[config.mk]
export PLATFORM = sky130hd
export DESIGN_NAME = frontend_top
export DESIGN_NICKNAME = d
export VERILOG_FILES = /design/src/hw/rv_frontend_pkg.sv /design/src/hw/fetch_unit.sv /design/src/hw/fetch_buffer.sv /design/src/hw/insn_predecode.sv /design/src/hw/frontend_top.sv
export SDC_FILE = /design/constraint.sdc
export NUM_CORES = 1
export LEC_CHECK = 0
export ABC_AREA = 1
export BUFFER_PORTS_ARGS = -buffer_cell sky130_fd_sc_hd__buf_4
export CORE_ASPECT_RATIO = 1.4
export CORE_MARGIN = 2
export CORE_UTILIZATION = 48
export DETAILED_ROUTE_END_ITERATION = 12
export GPL_TIMING_DRIVEN = 0
export PLACE_DENSITY = 0.65
export SLEW_MARGIN = 20
export SYNTH_ARGS = -nofsm -noshare
export SYNTH_HDL_FRONTEND = slang
export SYNTH_SLANG_ARGS = --single-unit
[constraint.sdc]
create_clock -name CLK -period 13.92 [get_ports CLK]
set_input_delay 1.392 -clock CLK [delete_from_list [all_inputs] [get_ports CLK]]
set_output_delay 1.392 -clock CLK [all_outputs]
set_load 0.01 [all_outputs]
[src/hw/rv_frontend_pkg.sv]
// shared types and constants for the rv_frontend fetch path, imported by every rtl module
package rv_frontend_pkg;

    localparam int FETCH_DEPTH = 4;  // default buffer capacity in words

    typedef logic [31:0] xlen_t;  // address or raw instruction word

    typedef struct packed {
        xlen_t addr;  // word aligned read address
    } mem_req_t;

    typedef struct packed {
        xlen_t data;   // read data
        logic  error;  // bus error on this read
    } mem_resp_t;

    typedef struct packed {
        xlen_t data;        // fetched word
        xlen_t addr;        // word address, raw target pc on a misaligned record
        logic  hw_off;      // skip the low halfword
        logic  bus_err;     // memory reported an error
        logic  misaligned;  // redirect target failed the alignment check
    } fetch_word_t;

    typedef struct packed {
        xlen_t bits;        // upper half zero when compressed
        xlen_t addr;        // address of first halfword
        logic  compressed;
        logic  fault;       // needed a word that came back with a bus error
        logic  misaligned;
    } insn_t;

    typedef enum logic [3:0] {
        cls_load,
        cls_store,
        cls_branch,
        cls_jal,
        cls_jalr,
        cls_op,
        cls_op_imm,
        cls_lui,
        cls_auipc,
        cls_system,
        cls_misc_mem,
        cls_compressed,
        cls_illegal
    } opclass_e;

    typedef struct packed {
        insn_t    insn;
        opclass_e opclass;
    } decoded_t;

    // ring index step, wraps to zero at depth
    function automatic int unsigned ring_next(input int unsigned ptr, input int unsigned depth);
        return (ptr + 1 >= depth) ? 0 : ptr + 1;
    endfunction

endpackage

[src/hw/fetch_unit.sv]
// fetch producer, follows the pc from a redirect and issues word reads under buffer credits
`timescale 1ns/10ps

module fetch_unit
    import rv_frontend_pkg::*;
#(
    parameter int RVC_ENABLED = 0,
    parameter int DEPTH       = FETCH_DEPTH
) (
    input  logic                         CLK,
    input  logic                         rst_n,
    input  logic                         redirect,
    input  xlen_t                        redirect_pc,
    input  logic                         mem_req_ready,
    input  logic                         mem_resp_valid,
    input  mem_resp_t                    mem_resp,
    input  logic [$clog2(DEPTH + 1)-1:0] free_words,
    output logic                         mem_req_valid,
    output mem_req_t                     mem_req,
    output logic                         word_valid,
    output fetch_word_t                  word
);

    localparam int CW = $clog2(DEPTH + 1);
    localparam int PW = (DEPTH > 1) ? $clog2(DEPTH) : 1;

    typedef enum logic [1:0] {
        st_idle,
        st_fetching,
        st_halted
    } state_e;

    state_e        state;
    xlen_t         next_pc;          // next fetch pc, bit 1 marks an upper-half start
    logic          mis_pend;         // misaligned record goes out this cycle
    logic [CW-1:0] outstanding;      // accepted reads not yet answered
    logic [CW-1:0] outstanding_nxt;
    logic [CW-1:0] stale;            // answers still owed to a flushed stream
    logic [PW-1:0] wr_ptr;
    logic [PW-1:0] rd_ptr;
    logic [29:0]   pend_word [DEPTH];  // in-flight word addresses
    logic          pend_off [DEPTH];   // matching halfword start
    logic          req_fire;
    logic          live_resp;
    logic          target_mis;

    assign target_mis = (RVC_ENABLED != 0) ? redirect_pc[0] : (redirect_pc[1:0] != 2'b00);

    assign mem_req_valid   = (state == st_fetching) && (outstanding < free_words);  // credit gate
    assign mem_req.addr    = {next_pc[31:2], 2'b00};
    assign req_fire        = mem_req_valid && mem_req_ready;
    assign live_resp       = mem_resp_valid && (stale == '0);  // in order, stale ones come first
    assign outstanding_nxt = outstanding + CW'(req_fire) - CW'(mem_resp_valid);

    always_comb begin
        word_valid = mis_pend || live_resp;
        if (mis_pend) begin
            word = '{data: '0, addr: next_pc, hw_off: 1'b0, bus_err: 1'b0, misaligned: 1'b1};
        end else begin
            word.data       = mem_resp.data;  // pass-through, same cycle
            word.addr       = {pend_word[rd_ptr], 2'b00};
            word.hw_off     = pend_off[rd_ptr];
            word.bus_err    = mem_resp.error;
            word.misaligned = 1'b0;
        end
    end

    always_ff @(posedge CLK) begin
        if (!rst_n) begin
            state       <= st_idle;  // nothing fetched before the first redirect
            mis_pend    <= 1'b0;
            outstanding <= '0;
            stale       <= '0;
            wr_ptr      <= '0;
            rd_ptr      <= '0;
        end else begin
            outstanding <= outstanding_nxt;
            mis_pend    <= 1'b0;
            if (redirect) begin
                stale    <= outstanding_nxt;  // all reads still out belong to the old stream
                wr_ptr   <= '0;
                rd_ptr   <= '0;
                next_pc  <= redirect_pc;
                mis_pend <= target_mis;
                state    <= target_mis ? st_idle : st_fetching;  // bad target, no reads
            end else begin
                if (mem_resp_valid && (stale != '0)) begin
                    stale <= stale - 1'b1;  // drop it
                end
                if (req_fire) begin
                    wr_ptr  <= PW'(ring_next(wr_ptr, DEPTH));
                    next_pc <= {next_pc[31:2] + 30'd1, 2'b00};  // aligned from here on
                end
                if (live_resp) begin
                    rd_ptr <= PW'(ring_next(rd_ptr, DEPTH));
                    if (mem_resp.error) begin
                        state <= st_halted;  // stop issuing after a bus error
                    end
                end
            end
        end
    end

    always_ff @(posedge CLK) begin
        if (req_fire) begin
            pend_word[wr_ptr] <= next_pc[31:2];
            pend_off[wr_ptr]  <= next_pc[1];  // only the first read after a redirect
        end
    end

endmodule

[src/hw/fetch_buffer.sv]
// fetch buffer, queues fetched words and cuts whole instructions out of the halfword stream
`timescale 1ns/10ps

module fetch_buffer
    import rv_frontend_pkg::*;
#(
    parameter int RVC_ENABLED = 0,
    parameter int DEPTH       = FETCH_DEPTH
) (
    input  logic                         CLK,
    input  logic                         rst_n,
    input  logic                         redirect,
    input  logic                         word_valid,
    input  fetch_word_t                  word,
    input  logic                         insn_ready,
    output logic [$clog2(DEPTH + 1)-1:0] free_words,
    output logic                         insn_valid,
    output insn_t                        insn
);

    localparam int CW = $clog2(DEPTH + 1);
    localparam int PW = (DEPTH > 1) ? $clog2(DEPTH) : 1;

    fetch_word_t   slots [DEPTH];  // word storage
    logic [PW-1:0] rd_ptr;
    logic [PW-1:0] wr_ptr;
    logic [PW-1:0] rd_next;
    logic [PW-1:0] wr_next;
    logic [CW-1:0] count;          // words held
    logic          rd_hw;          // halfword select in the head word
    logic          halted;         // fault sent, wait for redirect

    fetch_word_t   head;
    fetch_word_t   second;
    logic [15:0]   lo_hw;          // first halfword of the candidate
    logic          is_comp;
    logic          flagged;
    logic          spans;          // 32-bit insn crossing into the next word
    logic          have;
    logic [1:0]    adv;            // halfwords consumed on transfer
    logic [1:0]    hw_sum;
    logic          push;
    logic          fire;

    assign rd_next = PW'(ring_next(rd_ptr, DEPTH));
    assign wr_next = PW'(ring_next(wr_ptr, DEPTH));
    assign head    = slots[rd_ptr];
    assign second  = slots[rd_next];

    assign lo_hw   = rd_hw ? head.data[31:16] : head.data[15:0];
    assign is_comp = (RVC_ENABLED != 0) && (lo_hw[1:0] != 2'b11);  // rvc quadrants 0..2
    assign flagged = head.bus_err || head.misaligned;
    assign spans   = !flagged && !is_comp && rd_hw;
    assign have    = (count != '0) && (!spans || (count > CW'(1)));  // wait for the upper half

    assign insn_valid = !halted && have;
    assign fire       = insn_valid && insn_ready;
    assign push       = word_valid && !halted;  // words after a fault are dropped
    assign free_words = CW'(DEPTH) - count;
    assign hw_sum     = {1'b0, rd_hw} + adv;

    always_comb begin
        insn.addr       = head.addr | {30'd0, rd_hw, 1'b0};
        insn.compressed = 1'b0;
        insn.fault      = 1'b0;
        insn.misaligned = head.misaligned;
        if (flagged) begin
            insn.bits  = '0;  // fault record at the head address
            insn.fault = head.bus_err;
            adv        = 2'd0;
        end else if (is_comp) begin
            insn.bits       = {16'd0, lo_hw};
            insn.compressed = 1'b1;
            adv             = 2'd1;
        end else if (spans) begin
            insn.fault = second.bus_err;  // upper half lives in an error word
            insn.bits  = second.bus_err ? '0 : {second.data[15:0], lo_hw};
            adv        = 2'd2;
        end else begin
            insn.bits = head.data;  // aligned full word
            adv       = 2'd2;
        end
    end

    always_ff @(posedge CLK) begin
        if (!rst_n || redirect) begin
            count  <= '0;  // flush drops all buffered data
            rd_ptr <= '0;
            wr_ptr <= '0;
            rd_hw  <= 1'b0;
            halted <= 1'b0;
        end else begin
            count <= count + CW'(push) - CW'(fire && hw_sum[1]);
            if (push) begin
                wr_ptr <= wr_next;
                if (count == '0) begin
                    rd_hw <= word.hw_off;  // redirect to addr+2 skips the low half
                end
            end
            if (fire) begin
                rd_hw <= hw_sum[0];
                if (hw_sum[1]) begin
                    rd_ptr <= rd_next;  // head word used up
                end
                if (insn.fault || insn.misaligned) begin
                    halted <= 1'b1;
                end
            end
        end
    end

    always_ff @(posedge CLK) begin
        if (push) begin
            slots[wr_ptr] <= word;
        end
    end

endmodule

[src/hw/insn_predecode.sv]
// predecode stage, registers each instruction and tags it with its major opcode class
`timescale 1ns/10ps

module insn_predecode
    import rv_frontend_pkg::*;
(
    input  logic     CLK,
    input  logic     rst_n,
    input  logic     redirect,
    input  logic     insn_valid,
    input  insn_t    insn,
    input  logic     out_ready,
    output logic     insn_ready,
    output logic     out_valid,
    output decoded_t out
);

    // rv32 major opcodes, bits 6:0
    typedef enum logic [6:0] {
        opc_load     = 7'b0000011,
        opc_misc_mem = 7'b0001111,
        opc_op_imm   = 7'b0010011,
        opc_auipc    = 7'b0010111,
        opc_store    = 7'b0100011,
        opc_op       = 7'b0110011,
        opc_lui      = 7'b0110111,
        opc_branch   = 7'b1100011,
        opc_jalr     = 7'b1100111,
        opc_jal      = 7'b1101111,
        opc_system   = 7'b1110011
    } opcode_e;

    opcode_e  opcode;
    opclass_e cls;

    assign opcode     = opcode_e'(insn.bits[6:0]);
    assign insn_ready = !out_valid || out_ready;  // empty or draining

    always_comb begin
        case (opcode)
            opc_load:     cls = cls_load;
            opc_store:    cls = cls_store;
            opc_branch:   cls = cls_branch;
            opc_jal:      cls = cls_jal;
            opc_jalr:     cls = cls_jalr;
            opc_op:       cls = cls_op;
            opc_op_imm:   cls = cls_op_imm;
            opc_lui:      cls = cls_lui;
            opc_auipc:    cls = cls_auipc;
            opc_system:   cls = cls_system;
            opc_misc_mem: cls = cls_misc_mem;
            default:      cls = cls_illegal;  // unknown major opcode
        endcase
        if (insn.fault || insn.misaligned) begin
            cls = cls_illegal;
        end else if (insn.compressed) begin
            cls = cls_compressed;  // no expansion here
        end
    end

    always_ff @(posedge CLK) begin
        if (!rst_n) begin
            out_valid <= 1'b0;
        end else if (redirect) begin
            out_valid <= 1'b0;  // drop the held entry
        end else if (insn_ready) begin
            out_valid <= insn_valid;
        end
    end

    always_ff @(posedge CLK) begin
        if (insn_ready && insn_valid) begin
            out <= '{insn: insn, opclass: cls};
        end
    end

endmodule

[src/hw/frontend_top.sv]
// top level of the fetch front end, connects fetch unit, fetch buffer and predecode
`timescale 1ns/10ps

module frontend_top
    import rv_frontend_pkg::*;
#(
    parameter int RVC_ENABLED = 0,
    parameter int DEPTH       = FETCH_DEPTH
) (
    input  logic      CLK,
    input  logic      rst_n,
    input  logic      redirect,
    input  xlen_t     redirect_pc,
    output logic      mem_req_valid,
    input  logic      mem_req_ready,
    output mem_req_t  mem_req,
    input  logic      mem_resp_valid,
    input  mem_resp_t mem_resp,
    output logic      out_valid,
    input  logic      out_ready,
    output decoded_t  out
);

    logic [$clog2(DEPTH + 1)-1:0] free_words;  // credits back to the fetch unit
    logic                         word_valid;
    fetch_word_t                  word;
    logic                         insn_valid;
    logic                         insn_ready;
    insn_t                        insn;

    fetch_unit #(
        .RVC_ENABLED (RVC_ENABLED),
        .DEPTH       (DEPTH)
    ) u_fetch_unit (
        .CLK,
        .rst_n,
        .redirect,
        .redirect_pc,
        .mem_req_ready,
        .mem_resp_valid,
        .mem_resp,
        .free_words,
        .mem_req_valid,
        .mem_req,
        .word_valid,
        .word
    );

    fetch_buffer #(
        .RVC_ENABLED (RVC_ENABLED),
        .DEPTH       (DEPTH)
    ) u_fetch_buffer (
        .CLK,
        .rst_n,
        .redirect,
        .word_valid,
        .word,
        .insn_ready,
        .free_words,
        .insn_valid,
        .insn
    );

    insn_predecode u_insn_predecode (
        .CLK,
        .rst_n,
        .redirect,
        .insn_valid,
        .insn,
        .out_ready,
        .insn_ready,
        .out_valid,
        .out
    );

endmodule

==> summary.md, run 1 <==
| Metric | Value |
|---|---|
| Outcome | complete, no violations |
| Net switching fraction of the power | 0.249 |
| Max-Cap Viols | 0 |
| Type of the tightest min-delay check | reg -> reg |
| Initial standard-cell utilization of the core | 0.483 |
| Total die area | 47700 µm² |
| Setup crit end kind | primary output |
| Area fraction of the dominant cell type after synthesis | 0.667 |
| Count of instances resized after the clock tree is built | 0 |
| Net switching power of the design | 0.000914 W |
| Leakage Power | 9.87 nW |
| Startpoint-to-endpoint class of the critical path | reg -> out |
| Cts hold-fix bufs | 0 |
| TritonCTS clock tree | done |
| Setup Fix Bufs, Post-CTS | 0 |
| Total Negative Setup Slacks | 0 ns |
| Rel. slew slack | 0.349 |
| Post-route minimum period | 3.63 ns |
| Async set-or-reset flop fraction in the synthesized netlist | 0 |
| H-tree levels | 2 |
| Clk sink count | 517 |
| Number of violations reported at the end of detailed-routing iteration 0 | 1330 |
| Vias per std cell | 5.40 |
| Slew of the pin with the lowest slew margin | 0.968 ns |
| Antenna violations before repair | 0 |
| Height of the die | 258 µm |
| Number of buffers added by the clock tree synthesis step | 48 |
| Pin count of the biggest net entering global routing | 28 |
| Area inside the core boundary | 45700 µm² |
| Final cell utilization of the core | 0.573 |
| Setup violators final | 0 |
| Register area share after synthesis | 0.691 |
| Number of rows in the core area | 93 |
| Share of the clock period used by the worst path | 0.261 |
| Fraction of layout cells with a size suffix above 1 | 0.155 |
| Largest fanout on the critical path | 3 |
| Synthesis-to-layout area growth | 18.8% |
| CP startpoint kind | flop |
| EDFF count, synth | 490 |
| Smallest hold slack | 0.474 ns |
| Critical path data required time | 12.53 ns |
| Final Net Count | 2295 |
| Most common library cells after synthesis | edfxtp_1, nand2_1, o21ai_0 |
| Detailed Routing Iterations Pass 1 | 5 |
| Internal Power | 0.00275 W |
| Half-perimeter wire length after detailed placement | 40.4 mm |
| Clock Path Buffers | 3 |
| Die boundary width | 185 µm |
| First-pass GRT wire length | 87.5 mm |
| Post-DRT Antenna Nets | 0 |
| Top-count cell post-synth | edfxtp_1 |
| RSZ-0062 raised after global routing | no |
| Worst EP arrival | 2.23 ns |
| Cell area after synthesis | 22100 µm² |
| Top-level port count | 176 |
| Unique cell type count in the Yosys netlist | 44 |
| Final hold viol count | 0 |
| Library cell with the largest summed area after synthesis | edfxtp_1 |
| Total global routing overflow | 0 |
| Via count of the first global-routing pass | 15500 |
| Final WL | 57.2 mm |
| Ratio of total power to cell area | 140 nW/µm² |
| Post-CTS clock slew at the launch and capture registers of the worst setup and hold paths | 0.07 ns |
| Synthesis warning total | 0 |
| Source-to-sink clock delay at the later pin of the worst-skew pair | 0.56 ns |
| Largest clock skew in the final design | 0.0122 ns |
| Gate power share | 0.136 |
| Root Driver | clkbuf_16 |
| Primary FF master, synth | edfxtp_1 |
| Mean cell area of the mapped netlist | 11.3 µm² |
| Peak supply drop | 0.0781 mV |
| Buffers added on ports | 171 |
| Part of the power in registers | 0.515 |
| Number of remaining DRC errors | 0 |
| Post-Synthesis Cells | 1955 |
| Post-synthesis sequential element count | 517 |
| Top achievable clock speed | 276 MHz |
| Clock Power Share | 0.349 |
| All-Layer GR Usage | 0.241 |
| Global placement routability congestion | 0.895 |
| Antenna Diode Count | 0 |
| Post-detailed-route wirelength per cell | 20.1 µm |
| Slew Viols, Final | 0 |
| Top area cells in the synthesized netlist | edfxtp_1, o21ai_0, nand2_1 |
| Vias post-DR | 15400 |
-- path summary, 6_finish.rpt --
check / slack (ns) / cells after the start / endpoint / start
worst max register to register: 10.53 / 22 / u_fetch_buffer.count[2] / flop
worst min register to register: 0.47 / 2 / u_fetch_unit.state[1] / u_fetch_unit.state[1]
worst min-delay path: 0.47 / 2 / u_fetch_unit.state[1] / u_fetch_unit.state[1]
worst max-delay path: 10.29 / 8 / mem_req_valid / u_fetch_buffer.count[1]
-- worst max-delay path: stages, from the launching register on --
cell and delay [ns]:
dfxtp_1 0.39, inv_1 0.11, ha_1 0.19, ha_1 0.27, ha_1 0.29, a21oi_1 0.14, nand4_1 0.10, inv_1 0.08
buf_4 0.12
-- per-layer routing --
metal  up-vias  wire length (µm)  track usage
met5         -                 0            0
met4         0              2660        0.114
met3       148              2640       0.0254
li1       7279                 -            -
met2       555             30100        0.441
met1      7407             21800        0.282
-- through the flow --
step | total power, W | cells | setup slack, ns | area, µm²
after global routing | 0.00379 | 2850 | 10.18 | 26200
after detailed placement | 0.00242 | 2766 | 9.88 | 24700
final | 0.00367 | 2850 | 10.29 | 26200
after CTS | 0.00368 | 2850 | 10.26 | 26200
after global placement | 0.00238 | 2745 | 5.68 | 24100
after floorplan | 0.00218 | 1957 | 8.45 | 22100
-- kinds of logic after synthesis --
group	after synthesis	synth area share
AO/OA/AOI/OAI	442	0.107
flip-flops	517	0.691
adder cells (fa/ha/maj)	25	0.0148
buffers and inverters	301	0.0599
other	1	0.000170
AND/OR/NAND/NOR	651	0.120
XOR/XNOR	18	0.00714
-- cell type report --
type	instances	area, µm²
well taps	617	772
fillers	3835	19500
repair buffers	192	1790
plain buffers	132	686
flip-flops and latches	517	15300
inverters	169	637
multi-input cells	1139	5580
clock inverters	23	213
clock buffers	61	1290
-- layout by cell type, fill, tap and decap left out, types with 15 or more instances in the layout --
cell	instances
o22ai_1	71
a21oi_1	73
edfxtp_1	490
clkbuf_1	87
nor2_1	261
clkbuf_16	49
dfxtp_1	27
nand3_1	51
ha_1	23
o21ai_0	269
xor2_1	15
nand2_1	283
inv_1	158
buf_4	205
-- power by group through the flow --
stage / clock network (W) / registers, W / logic [W]
CTS: 0.00129 / 0.00189 / 0.000501
global route: 0.00135 / 0.00190 / 0.000549
finish: 0.00128 / 0.00189 / 0.000498
global placement: 0 / 0.00193 / 0.000451
detailed placement: 0 / 0.00192 / 0.000499
floorplan: 0 / 0.00193 / 0.000250
-- sequential cells by signal, indices dropped and copies added (netlist names), 2 cells and up, named ones only --
register and cells:
u_fetch_buffer.slots 264, u_fetch_unit.pend_word 120, u_insn_predecode.out 70, u_fetch_unit.next_pc 32
u_fetch_unit.pend_off 4, u_fetch_buffer.count 3, u_fetch_unit.outstanding 3, u_fetch_unit.stale 3
u_fetch_buffer.rd_ptr 2, u_fetch_buffer.wr_ptr 2, u_fetch_unit.rd_ptr 2, u_fetch_unit.state 2
u_fetch_unit.wr_ptr 2
No activity file was read; power rests on OpenSTA's default activity.
==> run 2: changes to the inputs <==
Settings changed: PLACE_DENSITY 0.65 to 0.68.
Clock period 13.92 ns to 3.1 ns, I/O delays scaled along.
==> summary.md, run 2 (synthesized netlist as in run 1, its figures left out) <==
| Metric | Value |
|---|---|
| Crit path max-delay family | adder cells |
| Final Net Count | 2322 |
| Final cell utilization of the core | 0.585 |
| First-pass GRT wire length | 88.4 mm |
| Hold wc startpoint | redirect_pc[4] |
| Register name with the most flops | u_fetch_buffer.slots |
| All-Layer GR Usage | 0.247 |
| Initial standard-cell utilization of the core | 0.483 |
| Most frequent standard cell in the layout excluding fill and tap cells | edfxtp_1 |
| Root Driver | clkbuf_16 |
| Share of the clock period used by the worst path | 0.955 |
| Area inside the core boundary | 45700 µm² |
| Peak supply drop | 0.386 mV |
| Critical path data required time | 3.55 ns |
| Antenna violations before repair | 0 |
| Worst EP arrival | 3.41 ns |
| Largest clock skew in the final design | 0.00914 ns |
| Total die area | 47700 µm² |
| Number of rows in the core area | 93 |
| Pin count of the biggest net entering global routing | 27 |
| H-tree levels | 2 |
| Slew Viols, Final | 0 |
| Vias per std cell | 5.47 |
| Detailed Routing Iterations Pass 1 | 7 |
| Worst setup timing slack at the placement stage | -0.398 ns |
| Number of buffers added by the clock tree synthesis step | 50 |
| Setup violators final | 0 |
| Met3 demand-to-capacity share in global routing | 0.0316 |
| Final non-filler cell total | 2882 |
| Final WL | 59.4 mm |
| Source-to-sink clock delay at the later pin of the worst-skew pair | 0.58 ns |
| Global placement routability congestion | 0.930 |
| Number of buffer and inverter instances along the worst setup path | 7 |
| Vias post-DR | 15800 |
| Setup crit end kind | flop |
| Final hold viol count | 0 |
| Fraction of layout cells with a size suffix above 1 | 0.166 |
| Largest register FFs | 264 |
| Cell count of the worst reg-to-reg path | 20 |
| Fin worst setup slack | 0.140 ns |
| Antenna Diode Count | 0 |
| Critical path cell sequence | buf_6, inv_4, buf_8, nand2_2, nand3_1, nand2_1, nand2_2, buf_6, nor2_4, nand2_2, nand3_2, a21oi_4, nand2_2, inv_2, ha_1, inv_1, ha_1, inv_1, fa_2, nor2_1 |
| Post-CTS clock slew at the launch and capture registers of the worst setup and hold paths | 0.06 ns |
| Slew of the pin with the lowest slew margin | 0.832 ns |
| Top achievable clock speed | 338 MHz |
| Synthesis-to-layout area growth | 21.2% |
| Clk sink count | 517 |
| Total Negative Setup Slacks | 0 ns |
| Post-DRT Antenna Nets | 0 |
| Startpoint-to-endpoint class of the critical path | reg -> reg |
| TritonCTS clock tree | done |
| Number of remaining DRC errors | 0 |
| RSZ-0062 raised after global routing | yes |
| Max-Cap Viols | 0 |
| Smallest hold slack | 0.0108 ns |
| Top library cells by usage in the layout, fill and taps aside | edfxtp_1, nand2_1, o21ai_0 |
| Number of violations reported at the end of detailed-routing iteration 0 | 1686 |
| Outcome | complete, no violations |
| Dominant cell type by count on the critical path | nand2_2 |
| Total global routing overflow | 0 |
| GR peak layer | met2 |
| Worst R2R Setup Slack | 0.14 ns |
| Buffers added on ports | 171 |
| GR met2 Demand/Resource | 0.449 |
| Via count of the first global-routing pass | 15400 |
| CP peak stage delay | 0.51 ns |
| Clock Path Buffers | 3 |
| Rel. slew slack | 0.445 |
| Die boundary width | 185 µm |
| Post-detailed-route wirelength per cell | 20.6 µm |
| GR Util met1 | 0.286 |
| Leakage Power | 10.1 nW |
| Cell count after placement | 2768 |
| CP startpoint kind | flop |
| Slowest cell on crit path | fa_2 |
| Fillcell total | 3691 |
| Stages on the worst setup path | 20 |
| Half-perimeter wire length after detailed placement | 41.6 mm |
| Height of the die | 258 µm |
| Post-route minimum period | 2.96 ns |
| Ratio of total power to cell area | 645 nW/µm² |
| Registers with the most flip-flops | u_fetch_buffer.slots: 264 flops, u_fetch_unit.pend_word: 120 flops, u_insn_predecode.out: 70 flops |
| Worst hold path stage count | 3 |
| Top-level port count | 176 |
| Largest fanout on the critical path | 10 |
| Type of the tightest min-delay check | in -> reg |
==> run 2: layer usage <==
layer  wire length, µm  vias up
met2             31200      726
met3              3690      154
met1             21700     7536
li1                  -     7347
met4              2790        0
met5                 0        -
==> run 2: what timing repair did <==
item / 4_1_cts / 5_1_grt
setup endpoints to repair: 123 / 97
hold endpoints to repair: 12 / 0
pin swaps: 4 / 2
hold buffers: 12 / 0
resized for setup: 2 / 3
setup buffers: 8 / 3
gates cloned: 0 / 0
==> run 2: cell type report <==
class | count | area (µm²) | area share
Inverter | 169 | 637 | 0.0238
Timing Repair Buffer | 217 | 2070 | 0.0773
Multi-Input combinational cell | 1139 | 5590 | 0.209
Clock buffer | 67 | 1420 | 0.0530
Sequential cell | 517 | 15300 | 0.570
Tap cell | 617 | 772 | 0.0289
Buffer | 132 | 686 | 0.0256
Clock inverter | 24 | 328 | 0.0123
==> run 2: where the power goes <==
part,switching (W),internal [W],leakage (nW),total [W]
Combinational,0.00147,0.000886,4.57,0.00236
Sequential,0.000204,0.00828,4.72,0.00848
Clock,0.00255,0.00387,0.851,0.00643
==> run 2: final timing paths <==
check | end
worst min register to register | u_fetch_unit.state[1]
worst min-delay path | u_fetch_unit.next_pc[4]
worst max-delay path | u_fetch_buffer.count[1]
worst max register to register | u_fetch_buffer.count[1]
==> run 2: metrics by stage <==
step / total power, W / cell area, µm²
finish: 0.0173 / 26800
CTS: 0.0173 / 26700
floorplan: 0.00979 / 22100
global route: 0.0178 / 26800
global placement: 0.0107 / 24200
detailed placement: 0.0109 / 24800
==> run 2: worst register-to-register path: stages, from the launching register on <==
cell and delay (ns):
dfxtp_1 0.31, buf_6 0.14, inv_4 0.06, buf_8 0.14
nand2_2 0.06, nand3_1 0.07, nand2_1 0.08, nand2_2 0.11
buf_6 0.18, nor2_4 0.07, nand2_2 0.07, nand3_2 0.09
a21oi_4 0.22, nand2_2 0.13, inv_2 0.10, ha_1 0.22
inv_1 0.05, ha_1 0.12, inv_1 0.05, fa_2 0.51
nor2_1 0.05
